## src/design/axis2axi_pkg.sv

```systemverilog
`default_nettype none

package axis2axi_pkg;

   localparam int ADDR_W     = 24;
   localparam int DATA_W     = 32;
   localparam int LEN_W      = 8;
   localparam int BURST_W    = 4;
   localparam int BURST_SIZE = 2 ** BURST_W;
   // 4 KB page of 4-byte words
   localparam int PAGE_WORDS = 1024;

   typedef logic [ADDR_W-1:0]  addr_t;
   typedef logic [ADDR_W-1:0]  wcount_t;
   typedef logic [DATA_W-1:0]  data_t;
   typedef logic [BURST_W:0]   beats_t;
   typedef logic [LEN_W-1:0]   axlen_t;

   // Start byte address and length in words
   typedef struct packed {
      addr_t   addr;
      wcount_t length;
   } xfer_cfg_t;

   // AR or AW request, INCR with 4-byte beats
   typedef struct packed {
      addr_t  addr;
      axlen_t len;
   } axi_ax_t;

   // R or W beat
   typedef struct packed {
      data_t data;
      logic  last;
   } axi_beat_t;

   // Labels carry a prefix so both machines can share the package
   typedef enum logic [1:0] {
      RD_WAIT_START,
      RD_BEGIN_LOCAL,
      RD_TRANSFER,
      RD_END_LOCAL
   } rd_state_e;

   typedef enum logic [2:0] {
      WR_WAIT_START,
      WR_BEGIN_LOCAL,
      WR_ADDRESS,
      WR_DATA,
      WR_RESPONSE
   } wr_state_e;

endpackage

`default_nettype wire
```

## src/design/axis2axi.sv

```systemverilog
`default_nettype none

module axis2axi
   import axis2axi_pkg::*;
(
   input  logic      clk_i,
   input  logic      rst_i,

   // Read and write configuration
   input  xfer_cfg_t cfg_out_i,
   input  logic      cfg_out_valid_i,
   output logic      cfg_out_ready_o,
   input  xfer_cfg_t cfg_in_i,
   input  logic      cfg_in_valid_i,
   output logic      cfg_in_ready_o,

   // Streams
   output data_t     axis_out_data_o,
   output logic      axis_out_valid_o,
   input  logic      axis_out_ready_i,
   input  data_t     axis_in_data_i,
   input  logic      axis_in_valid_i,
   output logic      axis_in_ready_o,

   // AXI master
   output axi_ax_t   ar_o,
   output logic      arvalid_o,
   input  logic      arready_i,
   input  axi_beat_t r_i,
   input  logic      rvalid_i,
   output logic      rready_o,
   output axi_ax_t   aw_o,
   output logic      awvalid_o,
   input  logic      awready_i,
   output axi_beat_t w_o,
   output logic      wvalid_o,
   input  logic      wready_i,
   input  logic      bvalid_i,
   output logic      bready_o
);

   // Memory to stream
   axis2axi_out u_out (
      .clk_i        (clk_i),
      .rst_i        (rst_i),
      .cfg_i        (cfg_out_i),
      .cfg_valid_i  (cfg_out_valid_i),
      .cfg_ready_o  (cfg_out_ready_o),
      .axis_data_o  (axis_out_data_o),
      .axis_valid_o (axis_out_valid_o),
      .axis_ready_i (axis_out_ready_i),
      .ar_o         (ar_o),
      .arvalid_o    (arvalid_o),
      .arready_i    (arready_i),
      .r_i          (r_i),
      .rvalid_i     (rvalid_i),
      .rready_o     (rready_o)
   );

   // Stream to memory
   axis2axi_in u_in (
      .clk_i        (clk_i),
      .rst_i        (rst_i),
      .cfg_i        (cfg_in_i),
      .cfg_valid_i  (cfg_in_valid_i),
      .cfg_ready_o  (cfg_in_ready_o),
      .axis_data_i  (axis_in_data_i),
      .axis_valid_i (axis_in_valid_i),
      .axis_ready_o (axis_in_ready_o),
      .aw_o         (aw_o),
      .awvalid_o    (awvalid_o),
      .awready_i    (awready_i),
      .w_o          (w_o),
      .wvalid_o     (wvalid_o),
      .wready_i     (wready_i),
      .bvalid_i     (bvalid_i),
      .bready_o     (bready_o)
   );

endmodule

`default_nettype wire

```

## src/design/axis2axi_in.sv

```systemverilog
`default_nettype none

module axis2axi_in
   import axis2axi_pkg::*;
(
   input  logic      clk_i,
   input  logic      rst_i,

   // Configuration
   input  xfer_cfg_t cfg_i,
   input  logic      cfg_valid_i,
   output logic      cfg_ready_o,

   // Incoming stream
   input  data_t     axis_data_i,
   input  logic      axis_valid_i,
   output logic      axis_ready_o,

   // AXI write channels
   output axi_ax_t   aw_o,
   output logic      awvalid_o,
   input  logic      awready_i,
   output axi_beat_t w_o,
   output logic      wvalid_o,
   input  logic      wready_i,
   input  logic      bvalid_i,
   output logic      bready_o
);

   wr_state_e state;
   wr_state_e state_nxt;

   addr_t     cur_addr;
   addr_t     addr_nxt;
   wcount_t   cur_len;
   wcount_t   len_nxt;
   beats_t    burst_beats;
   beats_t    next_beats;
   beats_t    beat_cnt;

   logic      in_data;
   logic      w_fire;
   logic      w_last;

   axi_burst_len u_burst_len (
      .addr_i      (cur_addr),
      .remaining_i (cur_len),
      .beats_o     (next_beats)
   );

   assign in_data = (state == WR_DATA);

   // Stream beats go straight onto W
   assign wvalid_o     = in_data && axis_valid_i;
   assign axis_ready_o = in_data && wready_i;
   assign w_fire       = in_data && axis_valid_i && wready_i;

   assign w_last     = (beat_cnt == burst_beats - beats_t'(1));
   assign w_o.data   = axis_data_i;
   assign w_o.last   = w_last;

   assign cfg_ready_o = (state == WR_WAIT_START);

   assign awvalid_o   = (state == WR_ADDRESS);
   assign aw_o.addr   = cur_addr;
   assign aw_o.len    = axlen_t'(burst_beats - beats_t'(1));

   assign bready_o    = (state == WR_RESPONSE);

   always_comb begin
      state_nxt = state;
      addr_nxt  = cur_addr;
      len_nxt   = cur_len;

      unique case (state)
         WR_WAIT_START: begin
            if (cfg_valid_i) begin
               addr_nxt = cfg_i.addr;
               len_nxt  = cfg_i.length;
               if (cfg_i.length != '0) begin
                  state_nxt = WR_BEGIN_LOCAL;
               end
            end
         end
         WR_BEGIN_LOCAL: begin
            len_nxt   = cur_len - wcount_t'(next_beats);
            state_nxt = WR_ADDRESS;
         end
         WR_ADDRESS: begin
            if (awready_i) begin
               state_nxt = WR_DATA;
            end
         end
         WR_DATA: begin
            if (w_fire && w_last) begin
               state_nxt = WR_RESPONSE;
            end
         end
         WR_RESPONSE: begin
            // Response code is ignored
            if (bvalid_i) begin
               addr_nxt = cur_addr + addr_t'({burst_beats, 2'b00});
               if (cur_len == '0) begin
                  state_nxt = WR_WAIT_START;
               end else begin
                  state_nxt = WR_BEGIN_LOCAL;
               end
            end
         end
         default: begin
            state_nxt = WR_WAIT_START;
         end
      endcase
   end

   always_ff @(posedge clk_i) begin
      if (rst_i) begin
         state    <= WR_WAIT_START;
         beat_cnt <= '0;
      end else begin
         state <= state_nxt;
         // Restart the count for every burst
         if (state == WR_BEGIN_LOCAL) begin
            beat_cnt <= '0;
         end else if (w_fire) begin
            beat_cnt <= beat_cnt + beats_t'(1);
         end
      end
   end

   always_ff @(posedge clk_i) begin
      cur_addr <= addr_nxt;
      cur_len  <= len_nxt;
      if (state == WR_BEGIN_LOCAL) begin
         burst_beats <= next_beats;
      end
   end

endmodule

`default_nettype wire

```

## src/design/axis2axi_out.sv

```systemverilog
`default_nettype none

module axis2axi_out
   import axis2axi_pkg::*;
(
   input  logic      clk_i,
   input  logic      rst_i,

   // Configuration
   input  xfer_cfg_t cfg_i,
   input  logic      cfg_valid_i,
   output logic      cfg_ready_o,

   // Outgoing stream
   output data_t     axis_data_o,
   output logic      axis_valid_o,
   input  logic      axis_ready_i,

   // AXI read channels
   output axi_ax_t   ar_o,
   output logic      arvalid_o,
   input  logic      arready_i,
   input  axi_beat_t r_i,
   input  logic      rvalid_i,
   output logic      rready_o
);

   rd_state_e state;
   rd_state_e state_nxt;

   addr_t     cur_addr;
   addr_t     addr_nxt;
   wcount_t   cur_len;
   wcount_t   len_nxt;
   beats_t    burst_beats;
   beats_t    next_beats;

   logic      in_burst;
   logic      r_done;

   axi_burst_len u_burst_len (
      .addr_i      (cur_addr),
      .remaining_i (cur_len),
      .beats_o     (next_beats)
   );

   assign in_burst = (state == RD_END_LOCAL);

   // R feeds the stream directly, back-pressure included
   assign axis_data_o  = r_i.data;
   assign axis_valid_o = in_burst && rvalid_i;
   assign rready_o     = in_burst && axis_ready_i;

   assign r_done = in_burst && rvalid_i && axis_ready_i && r_i.last;

   assign cfg_ready_o = (state == RD_WAIT_START);

   assign arvalid_o   = (state == RD_TRANSFER);
   assign ar_o.addr   = cur_addr;
   assign ar_o.len    = axlen_t'(burst_beats - beats_t'(1));

   always_comb begin
      state_nxt = state;
      addr_nxt  = cur_addr;
      len_nxt   = cur_len;

      unique case (state)
         RD_WAIT_START: begin
            if (cfg_valid_i) begin
               addr_nxt = cfg_i.addr;
               len_nxt  = cfg_i.length;
               // Zero length stays idle
               if (cfg_i.length != '0) begin
                  state_nxt = RD_BEGIN_LOCAL;
               end
            end
         end
         RD_BEGIN_LOCAL: begin
            len_nxt   = cur_len - wcount_t'(next_beats);
            state_nxt = RD_TRANSFER;
         end
         RD_TRANSFER: begin
            if (arready_i) begin
               state_nxt = RD_END_LOCAL;
            end
         end
         RD_END_LOCAL: begin
            if (r_done) begin
               addr_nxt = cur_addr + addr_t'({burst_beats, 2'b00});
               if (cur_len == '0) begin
                  state_nxt = RD_WAIT_START;
               end else begin
                  state_nxt = RD_BEGIN_LOCAL;
               end
            end
         end
      endcase
   end

   always_ff @(posedge clk_i) begin
      if (rst_i) begin
         state <= RD_WAIT_START;
      end else begin
         state <= state_nxt;
      end
   end

   always_ff @(posedge clk_i) begin
      cur_addr <= addr_nxt;
      cur_len  <= len_nxt;
      // Burst size held for AR and the address step
      if (state == RD_BEGIN_LOCAL) begin
         burst_beats <= next_beats;
      end
   end

endmodule

`default_nettype wire

```

## src/design/axi_burst_len.sv

```systemverilog
`default_nettype none

module axi_burst_len
   import axis2axi_pkg::*;
(
   input  addr_t   addr_i,
   input  wcount_t remaining_i,
   output beats_t  beats_o
);

   wcount_t page_offset;
   wcount_t page_left;
   wcount_t limit;

   // Word offset inside the current 4 KB page
   assign page_offset = wcount_t'(addr_i[$clog2(PAGE_WORDS)+1:2]);

   // Words until the next boundary, 1 to PAGE_WORDS
   assign page_left = wcount_t'(PAGE_WORDS) - page_offset;

   always_comb begin
      limit = remaining_i;

      if (limit > wcount_t'(BURST_SIZE)) begin
         limit = wcount_t'(BURST_SIZE);
      end

      // Never run past the page end
      if (limit > page_left) begin
         limit = page_left;
      end
   end

   // limit is at most BURST_SIZE here so it fits
   assign beats_o = beats_t'(limit);

endmodule

`default_nettype wire

```

## config.mk

```make
export PLATFORM = sky130hd
export DESIGN_NAME = axis2axi
export DESIGN_NICKNAME = d
export VERILOG_FILES = /design/src/design/axis2axi_pkg.sv /design/src/design/axis2axi.sv /design/src/design/axis2axi_in.sv /design/src/design/axis2axi_out.sv /design/src/design/axi_burst_len.sv
export SDC_FILE = /design/constraint.sdc
export NUM_CORES = 1
export LEC_CHECK = 0
export ABC_AREA = 1
export BUFFER_PORTS_ARGS = -buffer_cell sky130_fd_sc_hd__buf_4
export CORE_ASPECT_RATIO = 1.1
export CORE_MARGIN = 8
export CORE_UTILIZATION = 50
export DETAILED_ROUTE_END_ITERATION = 16
export PLACE_DENSITY = 0.9
export SETUP_SLACK_MARGIN = 0.4
export SYNTH_ARGS = -nofsm -noshare
export SYNTH_HDL_FRONTEND = slang
export SYNTH_SLANG_ARGS = --single-unit
```

## constraint.sdc

```tcl
create_clock -name clk_i -period 5.35 [get_ports clk_i]
set_input_delay 1.07 -clock clk_i [delete_from_list [all_inputs] [get_ports clk_i]]
set_output_delay 1.07 -clock clk_i [all_outputs]
set_load 0.005 [all_outputs]
```

==> flow_summary.json, run 1 <==
{
  "fp-row-count": 53,
  "outcome": "finished clean",
  "start_util": 0.508,
  "p_comb_frac": 0.481,
  "tightest_slew_ns": 1.02,
  "syn_area_um2": 9660,
  "wl_per_cell_um": 15.7,
  "hold_violations": 0,
  "p_sw_mw": 2.57,
  "ant_nets": 0,
  "track_usage": 0.215,
  "vias": 9269,
  "critPathMaxFanout": 9,
  "fmax_ghz": 0.213,
  "rrSetupSlack_ns": 0.65,
  "yosys.area.top_type": "edfxtp_1",
  "cp_slowest_cell": "edfxtp_1",
  "timing.final.crit_share": 0.878,
  "first_iter_violations": 604,
  "r2r_cells": 26,
  "vdd_drop_max_mv": 0.264,
  "syn_avg_cell_area_um2": 7.34,
  "root_buffer": "clkbuf_16",
  "grt.met3_usage": 0.0534,
  "routed_wl_um": 26700,
  "critPathCapture": "u_in.cur_len[20]",
  "cp-end-kind": "flip-flop",
  "dieArea_um2": 24000,
  "finalSetupViolCount": 0,
  "rsz0062_at_grt": "true",
  "cp.arrival_ns": 4.85,
  "fin_hold_ws_ns": 0.506,
  "use_met2": 0.384,
  "dp_hpwl_um": 20400,
  "ys_ff_latch": 116,
  "fin_crit_ns": 4.70,
  "clk_pin_slew_worst_paths_ns": 0.06,
  "maxCapViolations": 0,
  "yosysUniqueCellTypes": 51,
  "drc": 0,
  "maxSlewViolCount": 0,
  "syn_inst": 1316,
  "grt_max_degree": 35,
  "synth_warnings": 0,
  "slowest_delay_ns": 0.48,
  "grt_pass1_wl_um": 42300,
  "p_int_mw": 3.31,
  "fin_nets": 1669,
  "grt.busiest_layer": "met2",
  "diodes": 0,
  "crit_top_cell": "nand2_1",
  "power_density_nw_per_um2": 515,
  "cts_setup_buffers": 0,
  "tns_ns": 0,
  "io_pins": 310,
  "dr.pass1.iters": 11,
  "p_seq_frac": 0.328,
  "finalPower_mw": 5.88,
  "die_x_um": 149,
  "p_clk_frac": 0.190,
  "reg2reg_from": "u_in.cur_len[1]",
  "switching_share": 0.438,
  "crit_type": "flip-flop to flip-flop",
  "clock_sinks": 116,
  "yosysTopAreaCellShare": 0.329,
  "cts_buffers": 17,
  "die_y_um": 162,
  "clock_latency_ns": 0.42,
  "h-tree-depth": 4,
  "cp-start-kind": "flip-flop",
  "reg2reg_to": "u_in.cur_len[20]",
  "coreArea_um2": 19000,
  "hp-class": "flip-flop to flip-flop",
  "overflow": 0,
  "yosysSeqAreaShare": 0.350,
  "power_leakage_nw": 5.26,
  "skew_ns": 0.0113,
  "synth_area_leaders": "edfxtp_1, nand2_1, ha_1",
  "cp-startpoint": "u_in.cur_len[1]",
  "cts_tree": "built",
  "portBuffers": 181,
  "met1_usage": 0.230,
  "antenna_found_initial": 0,
  "first_global_vias": 9270,
  "syn2layout_area_growth_pct": 18.1,
  "layout-drive-gt1-share": 0.192,
  "worstPathRequired_ns": 5.50,
  "viasPerCell": 5.45,
  "slew_headroom": 0.321,
  "place.gp.congestion": 0.936,
  "clockBufferDepth": 2
}
==> worst max-delay path, delay by kind of cell, from the launching register on <==
kind	cells	cell delay, ns
fa+ha+maj	3	0.84
simple gates	19	2.60
flops	1	0.48
compound gates	3	0.46
buf+inv	1	0.06
==> sequential cells by signal, summed over array words and instances, names as in the netlist <==
| name | cells |
|---|---|
| u_in.cur_addr | 24 |
| u_out.cur_addr | 24 |
| u_out.cur_len | 24 |
| u_out.state | 2 |
| u_in.cur_len | 24 |
| u_in.burst_beats | 5 |
| u_in.beat_cnt | 5 |
| u_in.state | 3 |
| u_out.burst_beats | 5 |
==> cell usage in the layout (no fill, tap or decap), drive strengths merged, types with 3 or more instances in the layout <==
| master | instances |
|---|---|
| a21o | 4 |
| a21oi | 39 |
| a31oi | 9 |
| and3 | 3 |
| buf | 189 |
| clkbuf | 23 |
| clkinv | 6 |
| clkinvlp | 3 |
| conb | 12 |
| dfxtp | 10 |
| edfxtp | 106 |
| fa | 4 |
| ha | 52 |
| inv | 159 |
| nand2 | 356 |
| nand3 | 100 |
| nand3b | 6 |
| nand4 | 14 |
| nor2 | 152 |
| nor3 | 36 |
| nor3b | 4 |
| nor4 | 4 |
| o21ai | 88 |
| or2 | 6 |
| xnor2 | 16 |
| xor2 | 39 |
==> stage by stage <==
step | instance area (um^2) | utilization | worst slack [ns] | std cells
floorplan | 9710 | - | 1.31 | 1327
CTS | 11400 | 0.599 | 0.704 | 1701
global placement | 10800 | 0.568 | 0.992 | 1669
detailed placement | 10800 | 0.568 | 0.697 | 1669
finish | 11400 | 0.600 | 0.652 | 1701
global route | 11400 | 0.600 | 0.272 | 1701
==> routing by layer <==
layer  vias up  routed length (um)
li1       4490                   -
met1      4243                9910
met2       445               13600
met3        91                2150
met4         0                1050
met5         -                   0
==> power by group through the flow <==
stage	registers (mW)	clock network [mW]	logic [mW]
5_1_grt	1.98	1.18	3.14
4_1_cts	1.92	1.13	2.81
3_3_place_gp	1.91	0	2.65
3_5_place_dp	1.93	0	2.76
2_1_floorplan	1.83	0	1.93
6_report	1.93	1.12	2.83
==> worst min path at each step <==
stage                     slack, ns        startpoint          endpoint  cells after the start
final                          0.51  u_in.beat_cnt[4]  u_in.beat_cnt[4]                      2
after global routing           0.53  u_in.beat_cnt[3]  u_in.beat_cnt[3]                      1
after CTS                      0.50  u_in.beat_cnt[4]  u_in.beat_cnt[4]                      2
after detailed placement       0.49  u_in.beat_cnt[4]  u_in.beat_cnt[4]                      2
after global placement         0.48  u_in.beat_cnt[3]  u_in.beat_cnt[3]                      1
after floorplan                0.45  u_in.beat_cnt[3]  u_in.beat_cnt[3]                      1
==> synth_stat cells (all sizes together) <==
master / count
a21boi: 2
a21o: 4
a21oi: 39
a2bb2oi: 1
a31oi: 9
and3: 3
buf: 82
clkbuf: 12
clkinv: 2
conb: 1
dfxtp: 10
edfxtp: 106
fa: 4
ha: 52
inv: 159
nand2: 356
nand3: 100
nand3b: 6
nand4: 14
nor2: 152
nor3: 36
nor3b: 4
nor4: 4
o211ai: 2
o21a: 2
o21ai: 88
o21bai: 2
o22ai: 1
o31ai: 2
or2: 6
xnor2: 16
xor2: 39
==> timing repair <==
item	4_1_cts	5_1_grt
setup endpoints to repair	0	10
gates resized for setup	0	6
endpoints found under the hold margin	0	0
hold buffers	0	0
==> area by class of cell <==
type,instances,area (um^2)
Multi-Input combinational cell,956,5120
Tap cell,247,309
Clock inverter,9,105
Inverter,161,609
Sequential cell,116,3380
Fill cell,1591,7620
Timing Repair Buffer,189,1420
Clock buffer,23,468
==> cells by family after synthesis <==
group | count (synthesis) | synth area share
AOI/OAI and AO/OA | 152 | 0.0876
buffers and inverters | 255 | 0.128
and+or+nand+nor | 681 | 0.308
adders and majority gates | 56 | 0.0756
xor gates and xnor gates | 55 | 0.0498
other | 1 | 0.000388
DFF | 116 | 0.350
Power figures use the tool's default switching activity.
==> run 2, diff against run 1 <==
--- a/config.mk
+++ b/config.mk
@@ -10,6 +10,7 @@
 export CORE_ASPECT_RATIO = 1.1
 export CORE_MARGIN = 8
 export CORE_UTILIZATION = 50
+export CTS_BUF_LIST = sky130_fd_sc_hd__clkbuf_8
 export DETAILED_ROUTE_END_ITERATION = 16
 export PLACE_DENSITY = 0.9
 export SETUP_SLACK_MARGIN = 0.4
==> run 2 against run 1 <==
  * Combinational power is essentially flat
  * Critical endpoint unchanged
  * Critical path depth is the same
  * Clock-buffer cell count shrank 4
  * Worst setup slack gained 0.038 ns
  * Via count shrank 0.58%
  * Largest cell class unchanged
  * Sequential power is essentially flat
  * Final cell count is the same
  * Die area is the same
  * First-iteration DRC count grew 8.3%
==> flow_summary.json, run 2 (synthesis gave the netlist of run 1 again) <==
{
  "outcome": "finished clean",
  "antenna_found_initial": 0,
  "slew_headroom": 0.309,
  "ant_nets": 0,
  "power_density_nw_per_um2": 493,
  "cp_slowest_cell": "edfxtp_1",
  "portBuffers": 181,
  "tns_ns": 0,
  "die_y_um": 162,
  "min_from": "u_in.beat_cnt[4]",
  "cts_setup_buffers": 0,
  "tightest_slew_ns": 1.03,
  "syn2layout_area_growth_pct": 16.2,
  "crit_type": "flip-flop to flip-flop",
  "fin_crit_ns": 4.66,
  "rsz0062_at_grt": "true",
  "crit_top_cell": "nand2_1",
  "layout_common_cells": "nand2_1, buf_4, inv_1, nor2_1, edfxtp_1",
  "layout_commonest_cell": "nand2_1",
  "maxCapViolations": 0,
  "skew_ns": 0.0147,
  "cp-end-kind": "flip-flop",
  "worstHoldEndpoint": "u_in.beat_cnt[4]",
  "switching_share": 0.454,
  "finalSetupViolCount": 0,
  "p_int_mw": 3.02,
  "hp-class": "flip-flop to flip-flop",
  "reg2reg_to": "u_in.cur_len[20]",
  "first_iter_violations": 654,
  "start_util": 0.508,
  "critPathMaxFanout": 9,
  "dp_hpwl_um": 20400,
  "overflow": 0,
  "hold_violations": 0,
  "io_pins": 310,
  "dieArea_um2": 24000,
  "dr.pass1.iters": 7,
  "p_sw_mw": 2.51,
  "layout-drive-gt1-share": 0.193,
  "wl_per_cell_um": 15.5,
  "routed_wl_um": 26300,
  "power_leakage_nw": 5.19,
  "hold_path_depth": 2,
  "diodes": 0,
  "vias": 9215,
  "rrSetupSlack_ns": 0.69,
  "clock_latency_ns": 0.45,
  "p_comb_frac": 0.507,
  "fp-row-count": 53,
  "finalInstanceArea_um2": 11200,
  "fmax_ghz": 0.215,
  "p_seq_frac": 0.348,
  "cts_tree": "built",
  "first_global_vias": 9189,
  "cp-start-kind": "flip-flop",
  "grt_pass1_wl_um": 41800,
  "cp_num_buf_inv": 1,
  "p_clk_frac": 0.145,
  "root_buffer": "clkbuf_8",
  "coreArea_um2": 19000,
  "cp.arrival_ns": 4.84,
  "critPathTopFamily": "simple AND/OR/NAND/NOR gates",
  "fin_nets": 1669,
  "h-tree-depth": 4,
  "placed_area_um2": 10800,
  "grt_max_degree": 35,
  "viasPerCell": 5.42,
  "slowest_delay_ns": 0.49,
  "maxSlewViolCount": 0,
  "nFillCells": 1610,
  "clockBufferDepth": 2,
  "place.gp.congestion": 0.936,
  "cts_buffers": 17,
  "timing.final.crit_share": 0.871,
  "track_usage": 0.212,
  "die_x_um": 149,
  "clk_pin_slew_worst_paths_ns": 0.08,
  "worstPathRequired_ns": 5.53,
  "drc": 0,
  "reg2reg_from": "u_in.cur_len[1]",
  "clock_sinks": 116,
  "vdd_drop_max_mv": 0.258,
  "r2r_cells": 26
}
[run 2: power by group through the flow]
stage / logic [mW] / clock network [mW] / registers [mW]
3_5_place_dp: 2.76 / 0 / 1.93
5_1_grt: 3.13 / 0.859 / 1.98
6_report: 2.81 / 0.801 / 1.93
4_1_cts: 2.79 / 0.813 / 1.91
2_1_floorplan: 1.93 / 0 / 1.83
3_3_place_gp: 2.65 / 0 / 1.91
[run 2: worst max-delay path by stage]
stage                                 start                 to  slack (ns)  depth (start not counted)
final                       u_in.cur_len[1]   u_in.cur_len[20]        0.69                         26
after floorplan            u_in.cur_addr[3]   u_in.cur_len[20]        1.31                         27
after global placement    u_out.cur_addr[2]  u_out.cur_len[18]        0.99                         26
after CTS                  u_in.cur_addr[2]   u_in.cur_len[20]        0.70                         27
after detailed placement   u_in.cur_addr[3]   u_in.cur_len[20]        0.70                         27
after global routing        u_in.cur_len[8]   u_in.cur_len[20]        0.38                         28
[run 2: timing repair]
action,in CTS,in global routing
setup endpoints to repair,0,10
resized for setup,0,8
hold buffers,0,0
[run 2: cell type report]
class | instances | area [um^2] | share of cell area
multi-input cells | 956 | 5130 | 0.457
flip-flops and latches | 116 | 3380 | 0.301
repair buffers | 189 | 1420 | 0.126
inverters | 161 | 609 | 0.0542
well taps | 247 | 309 | 0.0275
clock buffers | 19 | 262 | 0.0233
clock inverters | 13 | 120 | 0.0107
[run 2: through the flow]
stage                     std cells   util  hold slack [ns]  power [mW]  setup WS, ns
final                          1701  0.590            0.508        5.54         0.690
after global routing           1701  0.590            0.534        5.97         0.377
after CTS                      1701  0.589            0.505        5.51         0.705
after detailed placement       1669  0.568            0.495        4.69         0.697
after global placement         1669  0.568            0.484        4.56         0.992
after floorplan                1327      -            0.450        3.75          1.31
[run 2: worst min-delay path, delay by kind of cell (launching register included)]
kind                   cells  cell delay, ns
buffers and inverters      1            0.08
AO/OA/AOI/OAI              1            0.06
flip-flops                 1            0.32
[run 2: metal layers]
layer / wire, um / global-route usage
met1: 9710 / 0.227
met3: 2150 / 0.0529
met4: 1070 / 0.109
met2: 13400 / 0.377
met5: 0 / 0
